File: src/logic/mkey_consts.svh
//------------------------------
// Security key control block constants
// Bus widths, register map, field bits and reset values
//------------------------------
`ifndef MKEY_CONSTS_SVH
`define MKEY_CONSTS_SVH

// Bus widths
`define MKEY_ADDR_BITS 8
`define MKEY_DATA_BITS 32

//------------------------------
// Word address map
//------------------------------
`define MKEY_ADDR_NAME0      8'h00
`define MKEY_ADDR_NAME1      8'h01
`define MKEY_ADDR_VERSION    8'h02
`define MKEY_ADDR_SWITCH_APP 8'h08
`define MKEY_ADDR_LED        8'h09
`define MKEY_ADDR_GPIO       8'h0a
`define MKEY_ADDR_APP_START  8'h0c
`define MKEY_ADDR_APP_SIZE   8'h0d
`define MKEY_ADDR_DEBUG      8'h10
`define MKEY_ADDR_CDI_FIRST  8'h20
`define MKEY_ADDR_CDI_LAST   8'h27
`define MKEY_ADDR_UDI_FIRST  8'h30
`define MKEY_ADDR_UDI_LAST   8'h31

// LED and GPIO field positions
`define MKEY_LED_R_BIT 2
`define MKEY_LED_G_BIT 1
`define MKEY_LED_B_BIT 0
`define MKEY_GPIO1_BIT 0
`define MKEY_GPIO2_BIT 1
`define MKEY_GPIO3_BIT 2
`define MKEY_GPIO4_BIT 3

//------------------------------
// Identity, UDI and reset values
//------------------------------
`define MKEY_NAME0     32'h6d6b6579
`define MKEY_NAME1     32'h6374726c
`define MKEY_VERSION   32'h00000001
`define MKEY_UDI0      32'h0a1b2c3d
`define MKEY_UDI1      32'h4e5f6071
// Red and green lit out of reset
`define MKEY_LED_RESET 3'h6

`endif

File: src/logic/mkey_pkg.sv
//------------------------------
// Shared types for the security key control block
//------------------------------
package mkey_pkg;

  // Bridge FSM states
  typedef enum logic [1:0] {
    BR_IDLE   = 2'd0,
    BR_ACCESS = 2'd1,
    BR_RESP   = 2'd2
  } bridge_state_e;

  // Host request opcode
  typedef enum logic {
    CMD_READ  = 1'b0,
    CMD_WRITE = 1'b1
  } host_cmd_e;

endpackage

File: src/logic/host_bridge.sv
//------------------------------
// Host request bridge
// Turns one valid/ready request into one chip-select access
//------------------------------
`timescale 1ns/1ps
`include "mkey_consts.svh"

module host_bridge (
  input  logic                        clk,
  input  logic                        reset_n,
  input  logic                        req_valid,
  input  mkey_pkg::host_cmd_e         req_cmd,
  input  logic [`MKEY_ADDR_BITS-1:0]  req_addr,
  input  logic [`MKEY_DATA_BITS-1:0]  req_wdata,
  output logic                        req_ready,
  output logic                        resp_valid,
  output logic [`MKEY_DATA_BITS-1:0]  resp_rdata,
  input  logic                        resp_ready,
  output logic                        cs,
  output logic                        we,
  output logic [`MKEY_ADDR_BITS-1:0]  address,
  output logic [`MKEY_DATA_BITS-1:0]  write_data,
  input  logic [`MKEY_DATA_BITS-1:0]  read_data,
  input  logic                        ready
);

  mkey_pkg::bridge_state_e state;
  mkey_pkg::bridge_state_e state_next;

  // Latched request and held response
  mkey_pkg::host_cmd_e         cmd_reg;
  logic [`MKEY_ADDR_BITS-1:0]  addr_reg;
  logic [`MKEY_DATA_BITS-1:0]  wdata_reg;
  logic [`MKEY_DATA_BITS-1:0]  rdata_reg;

  logic req_fire;
  logic bus_done;
  logic resp_fire;

  assign req_ready  = (state == mkey_pkg::BR_IDLE);
  assign cs         = (state == mkey_pkg::BR_ACCESS);
  assign resp_valid = (state == mkey_pkg::BR_RESP);

  // we only meaningful while cs is up
  assign we         = cs && (cmd_reg == mkey_pkg::CMD_WRITE);
  assign address    = addr_reg;
  assign write_data = wdata_reg;
  assign resp_rdata = rdata_reg;

  assign req_fire  = req_valid && req_ready;
  assign bus_done  = cs && ready;
  assign resp_fire = resp_valid && resp_ready;

  //------------------------------
  // FSM
  //------------------------------
  always_comb begin
    state_next = state;
    case (state)
      mkey_pkg::BR_IDLE: begin
        if (req_fire) begin
          state_next = mkey_pkg::BR_ACCESS;
        end
      end
      mkey_pkg::BR_ACCESS: begin
        if (bus_done) begin
          state_next = mkey_pkg::BR_RESP;
        end
      end
      mkey_pkg::BR_RESP: begin
        // Wait out host back-pressure
        if (resp_fire) begin
          state_next = mkey_pkg::BR_IDLE;
        end
      end
      default: state_next = mkey_pkg::BR_IDLE;
    endcase
  end

  always_ff @(posedge clk) begin
    if (!reset_n) begin
      state <= mkey_pkg::BR_IDLE;
    end else begin
      state <= state_next;
    end
  end

  //------------------------------
  // Request and response payload
  //------------------------------
  always_ff @(posedge clk) begin
    if (req_fire) begin
      cmd_reg   <= req_cmd;
      addr_reg  <= req_addr;
      wdata_reg <= req_wdata;
    end
    // Writes answer with zero data
    if (bus_done) begin
      rdata_reg <= we ? '0 : read_data;
    end
  end

endmodule

File: src/logic/sys_ctrl_regs.sv
//------------------------------
// System control registers
// Identity, mode lock, LED, GPIO, app window, debug, CDI and UDI
//------------------------------
`timescale 1ns/1ps
`include "mkey_consts.svh"

module sys_ctrl_regs (
  input  logic                        clk,
  input  logic                        reset_n,
  input  logic                        cs,
  input  logic                        we,
  input  logic [`MKEY_ADDR_BITS-1:0]  address,
  input  logic [`MKEY_DATA_BITS-1:0]  write_data,
  output logic [`MKEY_DATA_BITS-1:0]  read_data,
  output logic                        ready,
  output logic                        fw_app_mode,
  output logic                        led_r,
  output logic                        led_g,
  output logic                        led_b,
  input  logic                        gpio1,
  input  logic                        gpio2,
  output logic                        gpio3,
  output logic                        gpio4
);

  // Control state
  logic       switch_app_reg;
  logic [2:0] led_reg;
  logic       gpio3_reg;
  logic       gpio4_reg;
  logic [1:0] gpio1_sync;
  logic [1:0] gpio2_sync;

  // Stored words
  logic [`MKEY_DATA_BITS-1:0] app_start_reg;
  logic [`MKEY_DATA_BITS-1:0] app_size_reg;
  logic [`MKEY_DATA_BITS-1:0] debug_reg;
  logic [`MKEY_DATA_BITS-1:0] cdi_mem [0:7];

  logic                       wr_access;
  logic                       rd_access;
  logic                       cdi_hit;
  logic                       udi_hit;
  logic                       switch_app_we;
  logic                       led_we;
  logic                       gpio_we;
  logic                       app_start_we;
  logic                       app_size_we;
  logic                       debug_we;
  logic                       cdi_we;
  logic [3:0]                 gpio_status;
  logic [`MKEY_DATA_BITS-1:0] udi_word;

  // Single-cycle access
  assign ready = cs;

  assign fw_app_mode = switch_app_reg;
  assign led_r       = led_reg[`MKEY_LED_R_BIT];
  assign led_g       = led_reg[`MKEY_LED_G_BIT];
  assign led_b       = led_reg[`MKEY_LED_B_BIT];
  assign gpio3       = gpio3_reg;
  assign gpio4       = gpio4_reg;

  //------------------------------
  // Address decode
  //------------------------------
  assign wr_access = cs && we;
  assign rd_access = cs && !we;

  assign cdi_hit = (address >= `MKEY_ADDR_CDI_FIRST) && (address <= `MKEY_ADDR_CDI_LAST);
  assign udi_hit = (address >= `MKEY_ADDR_UDI_FIRST) && (address <= `MKEY_ADDR_UDI_LAST);

  assign switch_app_we = wr_access && (address == `MKEY_ADDR_SWITCH_APP);
  assign led_we        = wr_access && (address == `MKEY_ADDR_LED);
  assign gpio_we       = wr_access && (address == `MKEY_ADDR_GPIO);
  assign debug_we      = wr_access && (address == `MKEY_ADDR_DEBUG);

  // Locked once the app has been started
  assign app_start_we = wr_access && !switch_app_reg && (address == `MKEY_ADDR_APP_START);
  assign app_size_we  = wr_access && !switch_app_reg && (address == `MKEY_ADDR_APP_SIZE);
  assign cdi_we       = wr_access && !switch_app_reg && cdi_hit;

  //------------------------------
  // Control registers
  //------------------------------
  always_ff @(posedge clk) begin
    if (!reset_n) begin
      switch_app_reg <= 1'b0;
      led_reg        <= `MKEY_LED_RESET;
      gpio3_reg      <= 1'b0;
      gpio4_reg      <= 1'b0;
      gpio1_sync     <= 2'b00;
      gpio2_sync     <= 2'b00;
    end else begin
      // Two-stage synchronizers for the input pins
      gpio1_sync <= {gpio1_sync[0], gpio1};
      gpio2_sync <= {gpio2_sync[0], gpio2};

      // Sticky until the next reset
      if (switch_app_we) begin
        switch_app_reg <= 1'b1;
      end
      if (led_we) begin
        led_reg <= write_data[2:0];
      end
      if (gpio_we) begin
        gpio3_reg <= write_data[`MKEY_GPIO3_BIT];
        gpio4_reg <= write_data[`MKEY_GPIO4_BIT];
      end
    end
  end

  // Word storage
  always_ff @(posedge clk) begin
    if (app_start_we) begin
      app_start_reg <= write_data;
    end
    if (app_size_we) begin
      app_size_reg <= write_data;
    end
    if (debug_we) begin
      debug_reg <= write_data;
    end
    if (cdi_we) begin
      cdi_mem[address[2:0]] <= write_data;
    end
  end

  //------------------------------
  // Read side
  //------------------------------
  always_comb begin
    gpio_status                  = '0;
    gpio_status[`MKEY_GPIO1_BIT] = gpio1_sync[1];
    gpio_status[`MKEY_GPIO2_BIT] = gpio2_sync[1];
    gpio_status[`MKEY_GPIO3_BIT] = gpio3_reg;
    gpio_status[`MKEY_GPIO4_BIT] = gpio4_reg;
  end

  // Two-word UDI selected by the low address bit
  assign udi_word = address[0] ? `MKEY_UDI1 : `MKEY_UDI0;

  always_comb begin
    read_data = '0;
    if (rd_access) begin
      case (address)
        `MKEY_ADDR_NAME0:      read_data = `MKEY_NAME0;
        `MKEY_ADDR_NAME1:      read_data = `MKEY_NAME1;
        `MKEY_ADDR_VERSION:    read_data = `MKEY_VERSION;
        `MKEY_ADDR_SWITCH_APP: read_data = {`MKEY_DATA_BITS{switch_app_reg}};
        `MKEY_ADDR_LED:        read_data = {29'h0, led_reg};
        `MKEY_ADDR_GPIO:       read_data = {28'h0, gpio_status};
        `MKEY_ADDR_APP_START:  read_data = app_start_reg;
        `MKEY_ADDR_APP_SIZE:   read_data = app_size_reg;
        `MKEY_ADDR_DEBUG:      read_data = debug_reg;
        default: begin
          if (cdi_hit) begin
            read_data = cdi_mem[address[2:0]];
          end else if (udi_hit) begin
            read_data = udi_word;
          end
        end
      endcase
    end
  end

endmodule

File: src/logic/mkey_top.sv
//------------------------------
// Security key control top
// Host bridge feeding the system control registers
//------------------------------
`timescale 1ns/1ps
`include "mkey_consts.svh"

module mkey_top (
  input  logic                        clk,
  input  logic                        reset_n,
  // Host request channel
  input  logic                        req_valid,
  input  mkey_pkg::host_cmd_e         req_cmd,
  input  logic [`MKEY_ADDR_BITS-1:0]  req_addr,
  input  logic [`MKEY_DATA_BITS-1:0]  req_wdata,
  output logic                        req_ready,
  // Host response channel
  output logic                        resp_valid,
  output logic [`MKEY_DATA_BITS-1:0]  resp_rdata,
  input  logic                        resp_ready,
  // Pins
  output logic                        fw_app_mode,
  output logic                        led_r,
  output logic                        led_g,
  output logic                        led_b,
  input  logic                        gpio1,
  input  logic                        gpio2,
  output logic                        gpio3,
  output logic                        gpio4
);

  // Chip-select bus
  logic                       cs;
  logic                       we;
  logic [`MKEY_ADDR_BITS-1:0] address;
  logic [`MKEY_DATA_BITS-1:0] write_data;
  logic [`MKEY_DATA_BITS-1:0] read_data;
  logic                       ready;

  host_bridge host_bridge_inst (
    .clk        (clk),
    .reset_n    (reset_n),
    .req_valid  (req_valid),
    .req_cmd    (req_cmd),
    .req_addr   (req_addr),
    .req_wdata  (req_wdata),
    .req_ready  (req_ready),
    .resp_valid (resp_valid),
    .resp_rdata (resp_rdata),
    .resp_ready (resp_ready),
    .cs         (cs),
    .we         (we),
    .address    (address),
    .write_data (write_data),
    .read_data  (read_data),
    .ready      (ready)
  );

  sys_ctrl_regs sys_ctrl_regs_inst (
    .clk         (clk),
    .reset_n     (reset_n),
    .cs          (cs),
    .we          (we),
    .address     (address),
    .write_data  (write_data),
    .read_data   (read_data),
    .ready       (ready),
    .fw_app_mode (fw_app_mode),
    .led_r       (led_r),
    .led_g       (led_g),
    .led_b       (led_b),
    .gpio1       (gpio1),
    .gpio2       (gpio2),
    .gpio3       (gpio3),
    .gpio4       (gpio4)
  );

endmodule

File: config.mk
export PLATFORM = sky130hd
export DESIGN_NAME = mkey_top
export DESIGN_NICKNAME = d
export VERILOG_FILES = /design/src/logic/mkey_pkg.sv /design/src/logic/host_bridge.sv /design/src/logic/sys_ctrl_regs.sv /design/src/logic/mkey_top.sv
export VERILOG_INCLUDE_DIRS = /design/src /design/src/logic
export SDC_FILE = /design/constraint.sdc
export NUM_CORES = 1
export LEC_CHECK = 0
export BUFFER_PORTS_ARGS = -buffer_cell sky130_fd_sc_hd__buf_2
export CAP_MARGIN = 20
export CORE_UTILIZATION = 55
export CTS_CLUSTER_SIZE = 8
export DETAILED_ROUTE_END_ITERATION = 12
export PLACE_DENSITY = 0.76
export SYNTH_ARGS = -nofsm -noshare
export SYNTH_HDL_FRONTEND = slang
export SYNTH_SLANG_ARGS = --single-unit
File: constraint.sdc
create_clock -name clk -period 3.5 [get_ports clk]
set_input_delay 0.35 -clock clk [delete_from_list [all_inputs] [get_ports clk]]
set_output_delay 0.35 -clock clk [all_outputs]
set_load 0.005 [all_outputs]
; Yosys cells after proc, flatten, opt, wreduce, memory -nomap -nowiden
; Memories as Yosys holds them, arrays and structs flattened. A register that Yosys moved wholly into a read port is not among the register bits.
; Index checks and enable logic that the tools add are counted.
[totals]
register_bits = 181
ram_bits = 256
inputBits = 47
output_inout_bits = 40
elab_cells = 63
mem_count = 1
[op_classes]
n_lt_le_gt_ge = 4
n_eq_ne = 12
mux = 10
bitwise = 1
reduce_logical = 21
[mem_list]
columns = name, depth, width, rd, rd_clocked_by_memory_dff, wr, line
row1 = sys_ctrl_regs_inst.cdi_mem, 8, 32, 1, 1, 1, sys_ctrl_regs.sv:39  ; logic [`MKEY_DATA_BITS-1:0] cdi_mem [0:7];
[op_table]
columns = operator, n
row1 = $pmux W32 S9, 1
row2 = $mux W32, 2
row3 = $eq A8 B4 Y1 const B, 5
row4 = $mux W31, 1
row5 = $ge A8 B6 Y1 const B, 2
row6 = $le A8 B6 Y1 const B, 2
row7 = $logic_and A1 B1 Y1, 15
row8 = $eq A8 B1 Y1 const B, 1
row9 = $eq A8 B2 Y1 const B, 1
row10 = $eq A8 B5 Y1 const B, 1
row11 = $logic_not A8 Y1, 1
row12 = $pmux W2 S3, 1
row13 = $mux W2, 2
row14 = $ne A2 B2 Y1 const B, 2
row15 = $mux W3, 1
row16 = $eq A2 B1 Y1 const B, 1
row17 = $eq A2 B2 Y1 const B, 1
row18 = $logic_not A1 Y1, 2
row19 = $logic_not A2 Y1, 1
row20 = $mux W1, 2
row21 = $reduce_and A2 Y1, 1
row22 = $reduce_or A2 Y1, 1
row23 = $not A1 Y1, 1

; Depth between registers and ports, before layout
[logic_depth]
ltp_word = 7
mapped_depth = 7
ltp_nobuf = 5

; By module
; Synthesis repeated with hierarchy kept, for this count alone.
[unflattened]
hier_cells = 833
area_unflattened_um2 = 16838.6
[by_module_without_submodules]
columns = mod, instances, cells_each, area_per_inst_um2, seq_area_each_um2
row1 = sys_ctrl_regs, 1, 711, 14283.7, 10770.3
row2 = host_bridge, 1, 122, 2555.0, 2232.1

; Least setup slack after synthesis
; No wires, ideal clock.
[synth_timing]
path_kind = register -> register
startpoint = register host_bridge_inst.state[0]
endpoint = memory sys_ctrl_regs_inst.cdi_mem[3][0] in the netlist's numbering (enable)
setup_ps = 421
t_arrival_ps = 3394
required_time_ps = 3079
slack_ps = -315
stages_incl_launch_ff = 7
path_buffers = 1
period_less_slack_ps = 3815
cell_sequence = dfxtp_1 nor2b_1 clkbuf_1 nand2_1 nor2_1 nand3_1 nor2_1
[synth_between]
elab_chain_len = 7
[synth_rtl]
columns = item, line
row1 = from (decl), host_bridge.sv:27  ; mkey_pkg::bridge_state_e state;
row2 = from (signal assigned), host_bridge.sv:82  ; state <= mkey_pkg::BR_IDLE;
row3 = from (signal assigned), host_bridge.sv:84  ; state <= state_next;
row4 = $eq A2 B1 Y1 *, host_bridge.sv:41  ; assign cs = (state == mkey_pkg::BR_ACCESS);
row5 = $logic_and A1 B1 Y1, host_bridge.sv:45  ; assign we = cs && (cmd_reg == mkey_pkg::CMD_WRITE);
row6 = $logic_and A1 B1 Y1 *, sys_ctrl_regs.sv:68  ; assign wr_access = cs && we;
row7 = $logic_and A1 B1 Y1 * (2 in a row), sys_ctrl_regs.sv:82  ; assign cdi_we = wr_access && !switch_app_reg && cdi_hit;
row8 = $mux W1 *, sys_ctrl_regs.sv:125  ; if (cdi_we) begin
row9 = $mux W1 (not written as such) *, sys_ctrl_regs.sv:126  ; cdi_mem[address[2:0]] <= write_data;
row10 = to (decl), sys_ctrl_regs.sv:39
; Every way passes the cells marked *; elsewhere a longest branch is shown, timed or not.

; Worst setup path after layout
[layout_timing]
startpoint = register host_bridge_inst.addr_reg[1], in the netlist host_bridge_inst.address[1]
endpoint = register host_bridge_inst.rdata_reg[1], in the netlist host_bridge_inst.resp_rdata[1] (data pin)
[layout_between]
elab_chain_len = 5
elab_cells_between_ends = 18
cone_classes = order compare (4) / eq/ne (8) / mux (3) / reduce/logical (3)
[layout_rtl]
columns = item, line
row1 = from (decl), host_bridge.sv:32  ; logic [`MKEY_ADDR_BITS-1:0] addr_reg;
row2 = from (signal assigned), host_bridge.sv:94  ; addr_reg <= req_addr;
row3 = $ge A8 B6 Y1 (no line) / $le A8 B6 Y1 (equally long branches), -
row4 = $logic_and A1 B1 Y1, sys_ctrl_regs.sv:72  ; assign udi_hit = (address >= `MKEY_ADDR_UDI_FIRST) && (address <= `MKEY_ADDR_UDI_LAST);
row5 = $mux W32, sys_ctrl_regs.sv:160  ; end else if (udi_hit) begin
row6 = $mux W32, sys_ctrl_regs.sv:158  ; if (cdi_hit) begin
row7 = $pmux W32 S9 *, sys_ctrl_regs.sv:147  ; case (address)
row8 = to (signal assigned), host_bridge.sv:99  ; rdata_reg <= we ? '0 : read_data;
row9 = to (decl), host_bridge.sv:34  ; logic [`MKEY_DATA_BITS-1:0] rdata_reg;
; Marks and branches as above.
; A chain may end at the register's enable or synchronous reset.

==> impl_metrics.env <==
export IMPL_fin_crit_sh_pct=82.03
export IMPL_multi_input_area_sq_um=3531
export IMPL_clkLatencyLatePin_ns=0.59
export IMPL_fp_dieH_microns=176.7
export IMPL_antenna_found_initial=0
export IMPL_final_cell_mix="edfxtp_1 (425), buf_2 (86), mux4_2 (64), clkbuf_16 (61), dlygate4sd3_1 (43)"
export IMPL_placedInstanceArea_sq_um=17880
export IMPL_clk_path_buf_depth=3
export IMPL_crit_slowest_cell="edfxtp_1"
export IMPL_p_leak_nw=6.383
export IMPL_root_buffer="clkbuf_16"
export IMPL_cts_sinks=440
export IMPL_finClkSkew_ns=0.01922
export IMPL_grt_first_pass_wirelength_microns=55150
export IMPL_vias_per_cell=6.271
export IMPL_hp_start="req_valid"
export IMPL_gp_congestion=0.9204
export IMPL_fin_crit_ns=2.871
export IMPL_placedCellCount=1279
export IMPL_instances_no_fill=1408
export IMPL_tightest_slew_ns=0.9701
export IMPL_drc_errors=0
export IMPL_synth_edf_count=425
export IMPL_r2r_cells=5
export IMPL_wl_microns=37040
export IMPL_busiest_layer="met2"
export IMPL_r2r_end="host_bridge_inst.resp_rdata[1]"
export IMPL_cp_start_kind="flop"
export IMPL_drt_initial_drc_count=1111
export IMPL_holdPathStages=2
export IMPL_ys_flop_type="edfxtp_1"
export IMPL_die_x_microns=176.7
export IMPL_postCtsSetupBuffers=0
export IMPL_avgRoutedWirePerCell_microns=26.31
export IMPL_whs_endpoint="host_bridge_inst.state[0]"
export IMPL_dieArea_sq_um=31220
export IMPL_finalHoldViolCount=0
export IMPL_critical_path_cell_chain="or2_1 -> nor2_1 -> and3_1 -> a221oi_1 -> a2111oi_0"
export IMPL_place_ws_ns=0.6828
export IMPL_maxCapViolCount=0
export IMPL_largest_register_ffs=256
export IMPL_firstDrtPassIters=6
export IMPL_outcome="completed"
export IMPL_start_util_pct=56.33
export IMPL_synth_fp_nets=865
export IMPL_avgSynthCellArea_sq_um=20.52
export IMPL_fin_ws_ns=0.6291
export IMPL_r2r_slack_ns=0.63
export IMPL_io_pins=87
export IMPL_setup_viol=0
export IMPL_required_ns=3.85
export IMPL_slew_headroom_pct=35.33
export IMPL_grt_use_met2_pct=39.67
export IMPL_finish_instance_area_sq_um=19970
export IMPL_coreArea_sq_um=29800
export IMPL_grt_pass1_vias=9030
export IMPL_fill_cells=1861
export IMPL_hp_class="input port to flop"
export IMPL_vias=8829
export IMPL_use_met1_pct=33.88
export IMPL_rsz0062_at_grt="false"
export IMPL_syn2layout_area_growth_pct=18.99
export IMPL_synth_distinct_cells=61
export IMPL_synthArstFlopShare_pct=0
export IMPL_irDropWorstVdd_mv=0.4403
export IMPL_drive_above_1_share_pct=31.04
export IMPL_critPathMaxFanout=17
export IMPL_seqCellArea_sq_um=13070
export IMPL_use_met3_pct=5.176
export IMPL_final_util_pct=67.02
export IMPL_max_stage_delay_ns=0.64
export IMPL_synth_ff_latch_count=440
export IMPL_port_buffers=86
export IMPL_fp_row_count=63
export IMPL_timing_fmax_mhz=348.3
export IMPL_finalSetupTns_ns=0
export IMPL_antenna_cells=0
export IMPL_antenna_left=0
export IMPL_synth_area_sq_um=16780
export IMPL_dp_hpwl_microns=21390
export IMPL_cts_tree="built"
export IMPL_h_tree_depth=2
export IMPL_fin_nets=1042
export IMPL_critPathKind="flop to flop"
export IMPL_final_common_cell="edfxtp_1"
export IMPL_critPathCaptureType="flop"
export IMPL_cts_clk_slew_worst_paths_ns=0.06
export IMPL_grt_max_degree=37
export IMPL_ys_warnings_count=0
export IMPL_powerDensity_nw_per_um2=586.0
export IMPL_cp_arrival_ns=3.22
export IMPL_ys_seq_area_share_pct=77.83
export IMPL_final_max_slew_violation_count=0
export IMPL_grt_overflow=0
export IMPL_grt_usage_pct=24.44
export IMPL_synthCells=818
export IMPL_cts_made_buffers=61
export IMPL_rr_startpoint="host_bridge_inst.address[1]"
==> metrics by stage <==
stage          power (mW)  hold slack, ns
5_1_grt             12.01         0.02170
3_3_place_gp        6.604          0.4229
3_5_place_dp        6.619          0.4234
4_1_cts             11.78         0.01693
6_report            11.70         0.03374
2_1_floorplan       6.408          0.4119
==> layout make-up <==
class	instances	area share, %
sequential	440	65.45
clock buffer	83	8.057
timing repair buffer	162	6.052
inverter	2	0.03759
clock inverter	3	0.2757
multi-input combinational	328	17.68
tap	390	2.443
==> how the worst max path moves through the flow <==
stage | start | to | slack [ns] | depth (start not counted)
5_1_grt | host_bridge_inst.address[1] | host_bridge_inst.resp_rdata[1] | 0.51 | 5
3_3_place_gp | host_bridge_inst.address[4] | sys_ctrl_regs_inst.debug_reg[9] | 0.81 | 4
4_1_cts | host_bridge_inst.address[1] | host_bridge_inst.resp_rdata[1] | 0.65 | 5
3_5_place_dp | host_bridge_inst.address[1] | host_bridge_inst.resp_rdata[1] | 0.68 | 5
2_1_floorplan | host_bridge_inst.state[0] | sys_ctrl_regs_inst.cdi_mem[3][0] | -0.32 | 6
6_report | host_bridge_inst.address[1] | host_bridge_inst.resp_rdata[1] | 0.63 | 5
==> logic make-up after synthesis <==
family                 after synthesis  synth area share (%)
AOI/OAI and AO/OA                  111                 5.405
buffers and inverters               50                 1.595
muxes                              107                 11.40
DFF                                440                 77.83
and+or+nand+nor                    110                 3.772
==> worst max-delay path: cells and delay by family (launching register included) <==
kind,cells,cell delay [ns]
AO/OA/AOI/OAI,2,0.67
AND/OR/NAND/NOR,3,1.32
flip-flops,1,0.64
==> power by group <==
part,internal [mW],switching [mW],total (mW)
Clock,3.13,2.01,5.14
Sequential,5.87,0.164,6.03
Combinational,0.289,0.237,0.525
Total,9.29,2.41,11.7
==> synthesized netlist by cell type, types with 8 or more instances <==
library cell / number / share of area [%]
nor2_1: 20 / 0.45
mux4_2: 64 / 8.6
a22oi_1: 11 / 0.49
dfxtp_1: 15 / 1.8
buf_2: 18 / 0.54
a311oi_1: 11 / 0.57
edfxtp_1: 425 / 76
a211oi_1: 10 / 0.45
clkbuf_1: 14 / 0.31
nor2b_1: 10 / 0.37
a222oi_1: 13 / 0.78
buf_4: 11 / 0.49
nand2_1: 30 / 0.67
a21oi_1: 25 / 0.75
mux2i_1: 10 / 0.60
a221oi_1: 8 / 0.42
and2_1: 8 / 0.30
mux2_2: 33 / 2.2
==> routing by layer <==
layer / vias up / wire [microns]
li1: 3753 / -
met1: 4558 / 15000
met2: 450 / 18370
met3: 68 / 2979
met4: 0 / 694
met5: - / 0
==> repair_timing <==
action / in CTS / in global routing
gates resized for setup: 0 / 0
endpoints found under the setup margin: 0 / 0
hold endpoints to repair: 43 / 0
hold buffers: 43 / 0
Power figures use the tool's default switching activity.
